$ cat config.mk
export PLATFORM = sky130hd
export DESIGN_NAME = input_subsystem
export DESIGN_NICKNAME = d
export VERILOG_FILES = /design/src/hdl/ctrl_pkg.sv /design/src/hdl/game_cfg_pkg.sv /design/src/hdl/input_subsystem.sv /design/src/hdl/input_port_mux.sv /design/src/hdl/mouse_tracker.sv /design/src/hdl/frame_spinner.sv /design/src/hdl/control_merge.sv
export SDC_FILE = /design/constraint.sdc
export NUM_CORES = 1
export LEC_CHECK = 0
export ABC_AREA = 1
export CAP_MARGIN = 25
export CORE_ASPECT_RATIO = 1.4
export CORE_UTILIZATION = 59
export CTS_CLUSTER_DIAMETER = 50
export CTS_CLUSTER_SIZE = 30
export DETAILED_ROUTE_END_ITERATION = 16
export DONT_BUFFER_PORTS = 1
export PLACE_DENSITY = 0.78
export SETUP_SLACK_MARGIN = 0.1
export SLEW_MARGIN = 0
export SYNTH_ARGS = -nofsm -noshare
export SYNTH_HDL_FRONTEND = slang
export SYNTH_SLANG_ARGS = --single-unit
$ cat constraint.sdc
create_clock -name clk_sys -period 2.2 [get_ports clk_sys]
set_input_delay 0.22 -clock clk_sys [delete_from_list [all_inputs] [get_ports clk_sys]]
set_output_delay 0.22 -clock clk_sys [all_outputs]
set_load 0.01 [all_outputs]
$ cat src/hdl/ctrl_pkg.sv
/* joystick word layout, control bit positions,
   spinner angle and mouse position widths */

package ctrl_pkg;

	// ========================================================================
	// joystick and player words
	// ========================================================================
	typedef logic [7:0] joy_word_t;

	localparam int joy_right  = 0;
	localparam int joy_left   = 1;
	localparam int joy_down   = 2;
	localparam int joy_up     = 3;
	localparam int joy_fire_a = 4;
	localparam int joy_fire_b = 5;
	localparam int joy_start  = 6;
	localparam int joy_coin   = 7;

	// ========================================================================
	// spinner and mouse
	// ========================================================================
	typedef logic [6:0] spin_angle_t;

	// one relative move from the mouse
	typedef logic signed [8:0] mouse_delta_t;

	// wraps freely
	typedef logic signed [10:0] wacko_pos_t;

	// saturates, range -512 .. +511
	typedef logic signed [9:0] kroozr_pos_t;

	localparam int kroozr_max = 511;

endpackage

$ cat src/hdl/game_cfg_pkg.sv
/* game identifiers, per-game orientation and player-mode tables,
   idle port value and dipswitch patterns */

package game_cfg_pkg;

	// ========================================================================
	// game select encoding
	// ========================================================================
	typedef enum logic [2:0] {
		game_shollow  = 3'd0,
		game_tron     = 3'd1,
		game_twotiger = 3'd2,
		game_wacko    = 3'd3,
		game_kroozr   = 3'd4,
		game_domino   = 3'd5
	} game_id_t;

	// one bit per encoding, unused codes 6 and 7 stay clear
	// alternating play, player 2 follows player 1
	localparam logic [7:0] game_is_oneplayer = 8'b0011_1001;

	// cabinet mounted on its side
	localparam logic [7:0] game_rotated = 8'b0000_0011;

	// ========================================================================
	// port constants
	// ========================================================================
	// unused active-low port
	localparam logic [7:0] port_idle = 8'hff;

	// dipswitch settings, active high before inversion onto port 3
	localparam logic [7:0] dip_rotated = 8'h02;
	localparam logic [7:0] dip_upright = 8'h40;

endpackage
$ cat src/hdl/input_subsystem.sv
/* player-control front end, merge, two spinners, mouse tracker and port mux */

`timescale 1ns/1ps

module input_subsystem (
	input  logic                   clk_sys,
	input  logic                   rst_n,
	input  game_cfg_pkg::game_id_t game_sel,
	input  ctrl_pkg::joy_word_t    joystick_0,
	input  ctrl_pkg::joy_word_t    joystick_1,
	input  logic                   rotate,
	input  logic                   joyswap,
	input  logic                   service,
	input  logic                   vs,
	input  ctrl_pkg::mouse_delta_t mouse_x,
	input  ctrl_pkg::mouse_delta_t mouse_y,
	input  logic                   mouse_strobe,
	input  logic [7:0]             mouse_flags,
	output logic [7:0]             input_0,
	output logic [7:0]             input_1,
	output logic [7:0]             input_2,
	output logic [7:0]             input_3,
	output logic [7:0]             input_4
);
	import ctrl_pkg::*;

	joy_word_t    player1;
	joy_word_t    player2;
	spin_angle_t  spin_angle1;
	spin_angle_t  spin_angle2;
	wacko_pos_t   wacko_x;
	wacko_pos_t   wacko_y;
	kroozr_pos_t  kroozr_x;
	kroozr_pos_t  kroozr_y;
	logic [1:0]   mouse_btns;

	control_merge merge (
		.clk_sys    (clk_sys),
		.rst_n      (rst_n),
		.game_sel   (game_sel),
		.joystick_0 (joystick_0),
		.joystick_1 (joystick_1),
		.rotate     (rotate),
		.joyswap    (joyswap),
		.player1    (player1),
		.player2    (player2)
	);

	// left or up turns down, right or down turns up
	frame_spinner spinner1 (
		.clk_sys    (clk_sys),
		.rst_n      (rst_n),
		.vs         (vs),
		.turn_left  (player1[joy_left] | player1[joy_up]),
		.turn_right (player1[joy_right] | player1[joy_down]),
		.spin_angle (spin_angle1)
	);

	frame_spinner spinner2 (
		.clk_sys    (clk_sys),
		.rst_n      (rst_n),
		.vs         (vs),
		.turn_left  (player2[joy_left] | player2[joy_up]),
		.turn_right (player2[joy_right] | player2[joy_down]),
		.spin_angle (spin_angle2)
	);

	mouse_tracker mouse (
		.clk_sys      (clk_sys),
		.rst_n        (rst_n),
		.rotate       (rotate),
		.mouse_x      (mouse_x),
		.mouse_y      (mouse_y),
		.mouse_strobe (mouse_strobe),
		.mouse_flags  (mouse_flags),
		.wacko_x      (wacko_x),
		.wacko_y      (wacko_y),
		.kroozr_x     (kroozr_x),
		.kroozr_y     (kroozr_y),
		.mouse_btns   (mouse_btns)
	);

	input_port_mux port_mux (
		.game_sel    (game_sel),
		.service     (service),
		.player1     (player1),
		.player2     (player2),
		.spin_angle1 (spin_angle1),
		.spin_angle2 (spin_angle2),
		.wacko_x     (wacko_x),
		.wacko_y     (wacko_y),
		.kroozr_x    (kroozr_x),
		.kroozr_y    (kroozr_y),
		.mouse_btns  (mouse_btns),
		.input_0     (input_0),
		.input_1     (input_1),
		.input_2     (input_2),
		.input_3     (input_3),
		.input_4     (input_4)
	);

endmodule

$ cat src/hdl/input_port_mux.sv
/* per-game layout of the five active-low input ports */

`timescale 1ns/1ps

module input_port_mux (
	input  game_cfg_pkg::game_id_t game_sel,
	input  logic                   service,
	input  ctrl_pkg::joy_word_t    player1,
	input  ctrl_pkg::joy_word_t    player2,
	input  ctrl_pkg::spin_angle_t  spin_angle1,
	input  ctrl_pkg::spin_angle_t  spin_angle2,
	input  ctrl_pkg::wacko_pos_t   wacko_x,
	input  ctrl_pkg::wacko_pos_t   wacko_y,
	input  ctrl_pkg::kroozr_pos_t  kroozr_x,
	input  ctrl_pkg::kroozr_pos_t  kroozr_y,
	input  logic [1:0]             mouse_btns,
	output logic [7:0]             input_0,
	output logic [7:0]             input_1,
	output logic [7:0]             input_2,
	output logic [7:0]             input_3,
	output logic [7:0]             input_4
);
	import game_cfg_pkg::*;
	import ctrl_pkg::*;

	logic game_btn;

	// ========================================================================
	// port 0 bit 4 differs per game
	// ========================================================================
	always_comb begin
		case (game_sel)
			game_tron, game_domino: game_btn = player1[joy_fire_a];
			game_kroozr:            game_btn = player1[joy_fire_a] | mouse_btns[0];
			default:                game_btn = 1'b0;
		endcase
	end

	// service, tilt, game button, starts, coins
	assign input_0 = ~{service, 1'b0, 1'b0, game_btn, player2[joy_start],
		player1[joy_start], player2[joy_coin], player1[joy_coin]};

	// ========================================================================
	// ports 1 to 4
	// ========================================================================
	always_comb begin
		input_1 = port_idle;
		input_2 = port_idle;
		input_3 = port_idle;
		input_4 = port_idle;
		case (game_sel)
			game_shollow: begin
				input_1 = ~{player2[joy_fire_a], player2[joy_fire_b],
					player2[joy_right], player2[joy_left],
					player1[joy_fire_a], player1[joy_fire_b],
					player1[joy_right], player1[joy_left]};
				input_3 = ~dip_rotated;
			end
			game_tron: begin
				input_1 = ~{1'b0, spin_angle1};
				input_2 = ~{player2[3:0], player1[3:0]};
				input_3 = ~{player2[joy_fire_a], dip_rotated[6:0]};
				input_4 = ~{1'b0, spin_angle2};
			end
			game_twotiger: begin
				input_1 = ~{1'b0, spin_angle1};
				input_2 = ~{4'b0000, player2[joy_fire_b], player2[joy_fire_a],
					player1[joy_fire_b], player1[joy_fire_a]};
				input_4 = ~{1'b0, spin_angle2};
			end
			game_wacko: begin
				// position bytes go out as they are
				input_1 = wacko_x[10:3];
				input_2 = wacko_y[10:3];
				input_3 = ~dip_upright;
				input_4 = ~{player2[joy_up], player2[joy_down],
					player2[joy_left], player2[joy_right],
					player1[joy_up], player1[joy_down],
					player1[joy_left], player1[joy_right]};
			end
			game_kroozr: begin
				input_1 = ~{player1[joy_fire_b] | mouse_btns[1], spin_angle1[6],
					3'b000, spin_angle1[5:3]};
				// sign stands in for bit 8
				input_2 = {kroozr_x[9], kroozr_x[9], kroozr_x[7:2]};
				input_3 = ~dip_upright;
				input_4 = {kroozr_y[9], kroozr_y[9], kroozr_y[7:2]};
			end
			game_domino: begin
				input_1 = ~{4'b0000, player1[3:0]};
				input_2 = ~{3'b000, player2[joy_fire_a], player2[3:0]};
				input_3 = ~dip_upright;
			end
			default: begin
				input_1 = port_idle;
			end
		endcase
	end

endmodule

$ cat src/hdl/mouse_tracker.sv
/* wacko wrapping position, krooz'r saturating position and latched mouse buttons */

`timescale 1ns/1ps

module mouse_tracker (
	input  logic                   clk_sys,
	input  logic                   rst_n,
	input  logic                   rotate,
	input  ctrl_pkg::mouse_delta_t mouse_x,
	input  ctrl_pkg::mouse_delta_t mouse_y,
	input  logic                   mouse_strobe,
	input  logic [7:0]             mouse_flags,
	output ctrl_pkg::wacko_pos_t   wacko_x,
	output ctrl_pkg::wacko_pos_t   wacko_y,
	output ctrl_pkg::kroozr_pos_t  kroozr_x,
	output ctrl_pkg::kroozr_pos_t  kroozr_y,
	output logic [1:0]             mouse_btns
);
	import ctrl_pkg::*;

	// 11 bits so that negating -256 stays exact
	logic signed [10:0] ext_x;
	logic signed [10:0] ext_y;
	logic signed [10:0] move_x;
	logic signed [10:0] move_y;
	logic signed [10:0] kx_sum;
	logic signed [10:0] ky_sum;

	function automatic kroozr_pos_t clamp_kroozr(input logic signed [10:0] v);
		if (v > kroozr_max) begin
			return kroozr_pos_t'(kroozr_max);
		end else if (v < -kroozr_max - 1) begin
			return kroozr_pos_t'(-kroozr_max - 1);
		end else begin
			return v[9:0];
		end
	endfunction

	assign ext_x = mouse_x;
	assign ext_y = mouse_y;

	// rotated cabinet turns the mouse a quarter
	assign move_x = rotate ? -ext_y : ext_x;
	assign move_y = rotate ? ext_x : ext_y;

	// krooz'r x axis runs opposite
	assign kx_sum = kroozr_x - move_x;
	assign ky_sum = kroozr_y + move_y;

	always_ff @(posedge clk_sys or negedge rst_n) begin
		if (!rst_n) begin
			wacko_x    <= '0;
			wacko_y    <= '0;
			kroozr_x   <= '0;
			kroozr_y   <= '0;
			mouse_btns <= '0;
		end else if (mouse_strobe) begin
			wacko_x    <= wacko_x + move_x;
			wacko_y    <= wacko_y + move_y;
			kroozr_x   <= clamp_kroozr(kx_sum);
			kroozr_y   <= clamp_kroozr(ky_sum);
			mouse_btns <= mouse_flags[1:0];
		end
	end

endmodule

$ cat src/hdl/frame_spinner.sv
/* spinner angle, one step per rising edge of vertical sync */

`timescale 1ns/1ps

module frame_spinner (
	input  logic                  clk_sys,
	input  logic                  rst_n,
	input  logic                  vs,
	input  logic                  turn_left,
	input  logic                  turn_right,
	output ctrl_pkg::spin_angle_t spin_angle
);
	import ctrl_pkg::*;

	logic vs_sync;
	logic vs_last;
	logic vs_rise;

	// vs history for edge detection
	always_ff @(posedge clk_sys or negedge rst_n) begin
		if (!rst_n) begin
			vs_sync <= 1'b0;
			vs_last <= 1'b0;
		end else begin
			vs_sync <= vs;
			vs_last <= vs_sync;
		end
	end

	assign vs_rise = vs_sync & ~vs_last;

	// ========================================================================
	// angle counter, wraps modulo 128
	// ========================================================================
	always_ff @(posedge clk_sys or negedge rst_n) begin
		if (!rst_n) begin
			spin_angle <= '0;
		end else if (vs_rise) begin
			if (turn_left && !turn_right) begin
				spin_angle <= spin_angle - spin_angle_t'(1);
			end else if (turn_right && !turn_left) begin
				spin_angle <= spin_angle + spin_angle_t'(1);
			end
			// both or neither held, angle stays put
		end
	end

endmodule

$ cat src/hdl/control_merge.sv
/* joystick swap, rotation remap and one-player copy into registered player words */

`timescale 1ns/1ps

module control_merge (
	input  logic                   clk_sys,
	input  logic                   rst_n,
	input  game_cfg_pkg::game_id_t game_sel,
	input  ctrl_pkg::joy_word_t    joystick_0,
	input  ctrl_pkg::joy_word_t    joystick_1,
	input  logic                   rotate,
	input  logic                   joyswap,
	output ctrl_pkg::joy_word_t    player1,
	output ctrl_pkg::joy_word_t    player2
);
	import game_cfg_pkg::*;
	import ctrl_pkg::*;

	joy_word_t swap_p1;
	joy_word_t swap_p2;
	joy_word_t rot_p1;
	joy_word_t rot_p2;
	logic      do_rotate;

	// quarter turn of the stick for side-mounted monitors
	function automatic joy_word_t rotate_dirs(input joy_word_t w);
		joy_word_t r;
		r            = w;
		r[joy_right] = w[joy_up];
		r[joy_left]  = w[joy_down];
		r[joy_up]    = w[joy_left];
		r[joy_down]  = w[joy_right];
		return r;
	endfunction

	assign swap_p1 = joyswap ? joystick_1 : joystick_0;
	assign swap_p2 = joyswap ? joystick_0 : joystick_1;

	// only remap when the game really is rotated
	assign do_rotate = rotate & game_rotated[game_sel];

	assign rot_p1 = do_rotate ? rotate_dirs(swap_p1) : swap_p1;
	assign rot_p2 = do_rotate ? rotate_dirs(swap_p2) : swap_p2;

	always_ff @(posedge clk_sys or negedge rst_n) begin
		if (!rst_n) begin
			player1 <= '0;
			player2 <= '0;
		end else begin
			player1 <= rot_p1;
			// alternating play shares one stick
			if (game_is_oneplayer[game_sel]) begin
				player2 <= rot_p1;
			end else begin
				player2 <= rot_p2;
			end
		end
	end

endmodule

; ---- Word level (Yosys, flattened, before mapping)
; Memories as Yosys holds them, arrays and structs flattened.
; Cells that the tools add are included.
[totals]
regBits = 76
latch_bits = 0
mem_bits_rw = 0
rom_bits = 16
input_bits = 52
out_inout_bits = 40
elab_cells = 89
memories = 2
[memory_table]
columns = memory, depth, word_bits, read_ports, rd_ports_with_merged_regs, wr, line_no
row1 = (name not given), 8, 1, 1, 0, 0, control_merge.sv:40  ; assign do_rotate = rotate & game_rotated[game_sel];
row2 = (name not given), 8, 1, 1, 0, 0, control_merge.sv:52  ; if (game_is_oneplayer[game_sel]) begin
[classes]
n_addsub = 9
multipliers = 0
div = 0
order_cmp = 5
eq_ne = 5
shift = 0
muxes = 22
bitwise_logic = 19
n_reduce_logical = 16
[ops]
columns = op, n
row1 = one-hot mux 8 bit (5 select lines), 2
row2 = one-hot mux 8 bit (3 select lines), 2
row3 = two-way mux 10 bit, 4
row4 = NOT 8 bit, 5
row5 = two-way mux 7 bit, 4
row6 = two-way mux 8 bit, 3
row7 = adder 11 bit, 2
row8 = greater-than comparator 11 x 10 -> 1 bit (second input constant), 2
row9 = less-than comparator 11 x 10 -> 1 bit (second input constant), 2
row10 = two-way mux 11 bit, 2
row11 = NOT 4 -> 8 bit, 2
row12 = NOT 7 -> 8 bit, 2
row13 = adder 7 x 1 -> 7 bit (second input constant), 2
row14 = subtractor 7 x 1 -> 7 bit (second input constant), 2
row15 = adder 10 x 11 -> 11 bit, 1
row16 = negation 9 -> 11 bit, 1
row17 = subtractor 10 x 11 -> 11 bit, 1
row18 = two-way mux 4 bit, 2
row19 = NOT 5 -> 8 bit, 1
row20 = == test 3 x 2 -> 1 bit (second input constant), 2
row21 = == test 3 bit (second input constant), 2
row22 = OR 1 bit, 6
row23 = logical AND 1 bit, 4
row24 = logical NOT 1 bit, 4
row25 = 11 further kinds, 16

; ---- Longest topological paths before layout
[logic_depth]
word_depth = 6
mapped_depth = 22
depth_no_buf = 22

; ---- Cells and area by module
; Synthesis repeated with hierarchy kept, for this count alone.
[unflattened]
hier_cells = 1157
area_unflattened_um2 = 7460.9
[modules_own_cells]
columns = mod, instances, cells_per_inst, area_per_inst_um2, seq_area_each_um2
row1 = mouse_tracker, 1, 596, 4045.1, 1101.1
row2 = frame_spinner, 2, 98, 656.9, 225.2
row3 = input_port_mux, 1, 231, 1159.9, 0.0
row4 = control_merge, 1, 122, 897.1, 400.4
row5 = input_subsystem, 1, 12, 45.0, 0.0

; ---- Least setup slack after synthesis
; OpenSTA, ideal clock, no wires.
[synth_path]
path_type = reg-to-reg
startpoint = register merge.player2[1]
endpoint = register spinner2.spin_angle[5]
setup_time_ns = 0.140
arrival_ns = 2.267
t_required_ns = 2.060
setup_slack_ns = -0.207
path_stages_with_launch = 12
n_path_buf = 0
period_less_slack_ns = 2.407
path_cell_list = dfrtp_1 or2_2 ha_1 ha_1 a21o_1 o21ai_0 nand2_1 a21oi_1 inv_1 or2_2 nand3_1 o21ai_0
[synth_between]
elab_chain_cells = 5
word_cells_on_any_way = 7
classes_between = mux (1) / bitwise (1) / reduce/logical (5)
[synth_rtl]
columns = item, line_no
row1 = from (decl), control_merge.sv:14  ; output ctrl_pkg::joy_word_t player2
row2 = from (signal assigned), control_merge.sv:53  ; player2 <= rot_p1;
row3 = from (signal assigned), control_merge.sv:55  ; player2 <= rot_p2;
row4 = OR 1 bit *, input_subsystem.sv:63  ; .turn_left (player2[joy_left] | player2[joy_up]),
row5 = logical NOT 1 bit, frame_spinner.sv:41  ; end else if (turn_right && !turn_left) begin
row6 = logical AND 1 bit, frame_spinner.sv:41
row7 = nonzero test 2 bit (no line), --
row8 = AND reduction 2 bit (no line), --
row9 = to (signal assigned), frame_spinner.sv:40  ; spin_angle <= spin_angle - spin_angle_t'(1);
row10 = to (signal assigned), frame_spinner.sv:42  ; spin_angle <= spin_angle + spin_angle_t'(1);
row11 = to (decl), frame_spinner.sv:11  ; output ctrl_pkg::spin_angle_t spin_angle
; Every way passes the cells marked *; elsewhere a longest branch is shown, timed or not.
; A chain may end at the register's enable or synchronous reset.

; ---- Worst setup path after layout
[layout_path]
startpoint = register merge.player2[3]
endpoint = register spinner2.spin_angle[5]
; Same word-level chain as after synthesis.

==> flow_metrics.py <==
metrics = {
    "global_routing": {
        "grt_antenna_before_repair": 0,
        "grt_usage_pct": 34.2,
        "grt_pass1_vias": 6671,
        "grt_pass1_wl_um": 31300,
        "grt_overflow_total": 0,
        "grt_max_degree": 77,
    },
    "detailed_routing": {
        "avgViaCountPerCell": 5.84,
        "drc": 0,
        "dr.pass1.iters": 5,
        "wire_per_inst_um": 17.1,
        "wl_um": 20200,
        "drtAntennaViolNets": 0,
        "first_iter_violations": 429,
        "route.vias.total": 6906,
    },
    "min_path": {
        "min_to": "mouse.kroozr_x[8]",
        "min_delay_path_depth": 2,
        "min_from": "mouse_strobe",
        "hp-class": "in2reg",
    },
    "floorplanning": {
        "core_region_area_um2": 10900,
        "dieArea_um2": 11600,
        "pin_count": 92,
        "fp.dieW_um": 91.4,
        "die_y_um": 127,
        "fp-row-count": 45,
        "initial_core_util_pct": 60.8,
    },
    "yosys": {
        "synth_compound_area_share_pct": 17.1,
        "ys.flop_type": "dfrtp_1",
        "synth-seq-cells": 76,
        "netlist_area_um2": 6610,
        "synth_top_area_share_pct": 28.8,
        "synth-seq-area-share_pct": 28.8,
        "ys_types": 46,
        "synth_top_area_cell": "dfrtp_1",
        "synth_area_per_cell_um2": 7.03,
        "synth_area_leaders": "dfrtp_1, nand2_1, ha_1",
        "async_reset_ff_share_pct": 100,
        "synth_mux_area_share_pct": 0.606,
        "synth_top_family_by_area": "simple AND/OR/NAND/NOR gates",
        "synth_edf_count": 0,
        "synth_warnings": 0,
        "netlist_instances": 939,
        "synth-xor-area-share_pct": 4.91,
        "synth_fa_ha_area_share_pct": 12.6,
        "synth-simple-area-share_pct": 27.9,
    },
    "flow_run": {
        "cap_violations": 0,
    },
    "setup_path": {
        "reg2reg_slack_ns": 0.01,
        "cp_num_buf_inv": 1,
        "critPathArrivalTime_ns": 2.42,
        "crit_chain": "or2_4 -> ha_4 -> ha_4 -> a21o_1 -> o21ai_2 -> nand2_1 -> a21oi_2 -> inv_2 -> or2_4 -> nand3_2 -> o21ai_1",
        "critPathKind": "reg2reg",
        "critical_path_peak_fanout": 5,
        "crit_family": "simple AND/OR/NAND/NOR gates",
        "regToRegEndpoint": "spinner2.spin_angle[5]",
        "endpoint_kind": "flip-flop",
        "cp_slowest_cell": "dfrtp_1",
        "critPathMaxStageDelay_ns": 0.40,
        "r2r_cells": 11,
        "critPathLaunchType": "flip-flop",
        "cp.required_ns": 2.43,
        "reg2reg_from": "merge.player2[3]",
    },
    "sta": {
        "setup_viol": 0,
        "tightest_slew_ns": 0.758,
        "rsz0062_at_grt": "yes",
        "maxSlewHeadroom_pct": 49.4,
        "fin_crit_sh_pct": 99.3,
        "hold_viol_final": 0,
        "drv_slew": 0,
        "period_needed_ns": 2.19,
        "fmax_mhz": 458,
        "skew_ns": 0.00585,
    },
    "layout": {
        "syn2layout_area_growth_pct": 28.3,
        "drive_gt1_share_pct": 23.9,
        "stdcell_count": 1182,
        "most-common-layout-cells": "nand2_1, buf_4, inv_1, dfrtp_1, o21ai_0",
        "fin_nets": 1151,
        "n_antenna_cell": 0,
        "final_common_cell": "nand2_1",
    },
    "placed_design": {
        "gp_congestion": 0.989,
        "placed_cells_incl_taps": 1139,
        "port_buffers": 0,
        "dp_hpwl_um": 14400,
    },
    "clock_network": {
        "clock-sinks": 76,
        "cts_max_level": 3,
        "path_clk_slew_ns": 0.07,
        "cts-root-buf": "clkbuf_16",
        "numCtsBuffers": 9,
        "clk_latency_ns": 0.34,
        "cts_tree": "built",
        "cts.path.max_buffers": 2,
    },
    "power": {
        "power_density_nw_per_um2": 1300,
        "vdd_drop_max_mv": 0.694,
        "leakage_uw": 0.00417,
        "power_uw": 11000,
    },
    "outcome": {
        "status": "complete, no violations",
    },
}
==> final cells by class <==
| type | instances | area, µm² |
|---|---|---|
| multi-input cells | 738 | 4820 |
| fillers | 757 | 2390 |
| flip-flops and latches | 76 | 1900 |
| repair buffers | 106 | 841 |
| inverters | 105 | 404 |
| clock buffers | 10 | 239 |
| well taps | 141 | 176 |
| clock inverters | 6 | 95.1 |
==> Yosys cell counts (2+ instances only) <==
| library cell | n |
|---|---|
| nand2_1 | 303 |
| inv_1 | 96 |
| o21ai_0 | 77 |
| dfrtp_1 | 76 |
| ha_1 | 57 |
| nor2_1 | 57 |
| a21oi_1 | 46 |
| nand3_1 | 36 |
| xor2_1 | 23 |
| o2111ai_1 | 17 |
| clkbuf_1 | 15 |
| xnor2_1 | 14 |
| a31oi_1 | 12 |
| nor3_1 | 10 |
| or2_2 | 9 |
| a21o_1 | 8 |
| buf_4 | 8 |
| a221oi_1 | 7 |
| nand4_1 | 7 |
| fa_1 | 6 |
| inv_2 | 6 |
| mux2i_1 | 4 |
| o211ai_1 | 4 |
| o21bai_1 | 4 |
| buf_1 | 3 |
| nand2_4 | 3 |
| o21ai_1 | 3 |
| o22ai_1 | 3 |
| a211oi_1 | 2 |
| a22oi_1 | 2 |
| inv_4 | 2 |
| nand2_2 | 2 |
| nand3b_1 | 2 |
| nor2_8 | 2 |
| nor3_2 | 2 |
==> how the worst max path moves through the flow <==
stage	startpoint	to	slack (ns)	cells past startpoint
final	merge.player2[3]	spinner2.spin_angle[5]	0.01	11
after CTS	merge.player2[3]	spinner2.spin_angle[5]	0.02	11
after global routing	mouse_y[0]	mouse.kroozr_x[2]	-0.08	17
after global placement	mouse_y[4]	mouse.kroozr_x[0]	-0.19	19
after detailed placement	mouse_y[4]	mouse.kroozr_x[0]	-0.27	19
after floorplan	mouse_y[0]	mouse.kroozr_x[0]	-0.003	20
==> power breakdown <==
| part | switching [µW] | internal [µW] | leakage (µW) |
|---|---|---|---|
| clock | 633 | 1040 | 0.000164 |
| combinational | 3700 | 3010 | 0.00310 |
| sequential | 661 | 1950 | 0.000914 |
| total | 4990 | 6000 | 0.00417 |
==> metal layers <==
layer / vias to the layer above / GRT usage [%] / part of all wire [%]
met5: - / 0 / 0
met4: 0 / 19.7 / 5.8
met3: 105 / 6.19 / 6.2
met2: 311 / 60.4 / 50
met1: 3177 / 38.4 / 38
li1: 3313 / - / -
==> sequential cells by signal, indices dropped and copies added (netlist names) <==
name / flops
merge.player1: 8
merge.player2: 8
mouse.kroozr_x: 10
mouse.kroozr_y: 10
mouse.mouse_btns: 2
mouse.wacko_x: 11
mouse.wacko_y: 11
spinner1.spin_angle: 7
spinner2.spin_angle: 7
spinner2.vs_last: 1
spinner2.vs_sync: 1
==> cell families (layout without fill, tap and decap cells) <==
| logic type | after synthesis | count (layout) |
|---|---|---|
| AND/OR/NAND/NOR | 436 | 437 |
| buffers and inverters | 132 | 227 |
| XOR/XNOR | 37 | 37 |
| adder cells (fa/ha/maj) | 63 | 63 |
| flip-flops | 76 | 76 |
| other | 1 | 7 |
| multiplexers | 4 | 4 |
| AO/OA/AOI/OAI | 190 | 190 |
==> what timing repair did <==
| item | in CTS | in global routing |
|---|---|---|
| endpoints found under the setup margin | 8 | 31 |
| buffers inserted | 9 | 11 |
| pin swaps | 22 | 44 |
| endpoints found under the hold margin | 93 | 0 |
| hold buffers | 6 | 0 |
| resized for setup | 24 | 90 |
| cloned | 1 | 0 |
==> metrics by stage <==
stage	hold slack (ns)	util [%]	worst slack, ns	setup TNS [ns]	instance area [µm²]
finish	0.0112	78.0	0.0150	0	8470
global route	0.00598	78.0	-0.0820	-0.636	8470
CTS	0.000569	73.7	0.0230	0	8010
detailed placement	-0.0735	68.3	-0.269	-4.63	7420
global placement	-0.0734	68.3	-0.193	-3.06	7420
floorplan	-0.0756	-	-0.00269	-0.0108	6780
Note: power is estimated with default switching activity, not from simulation.
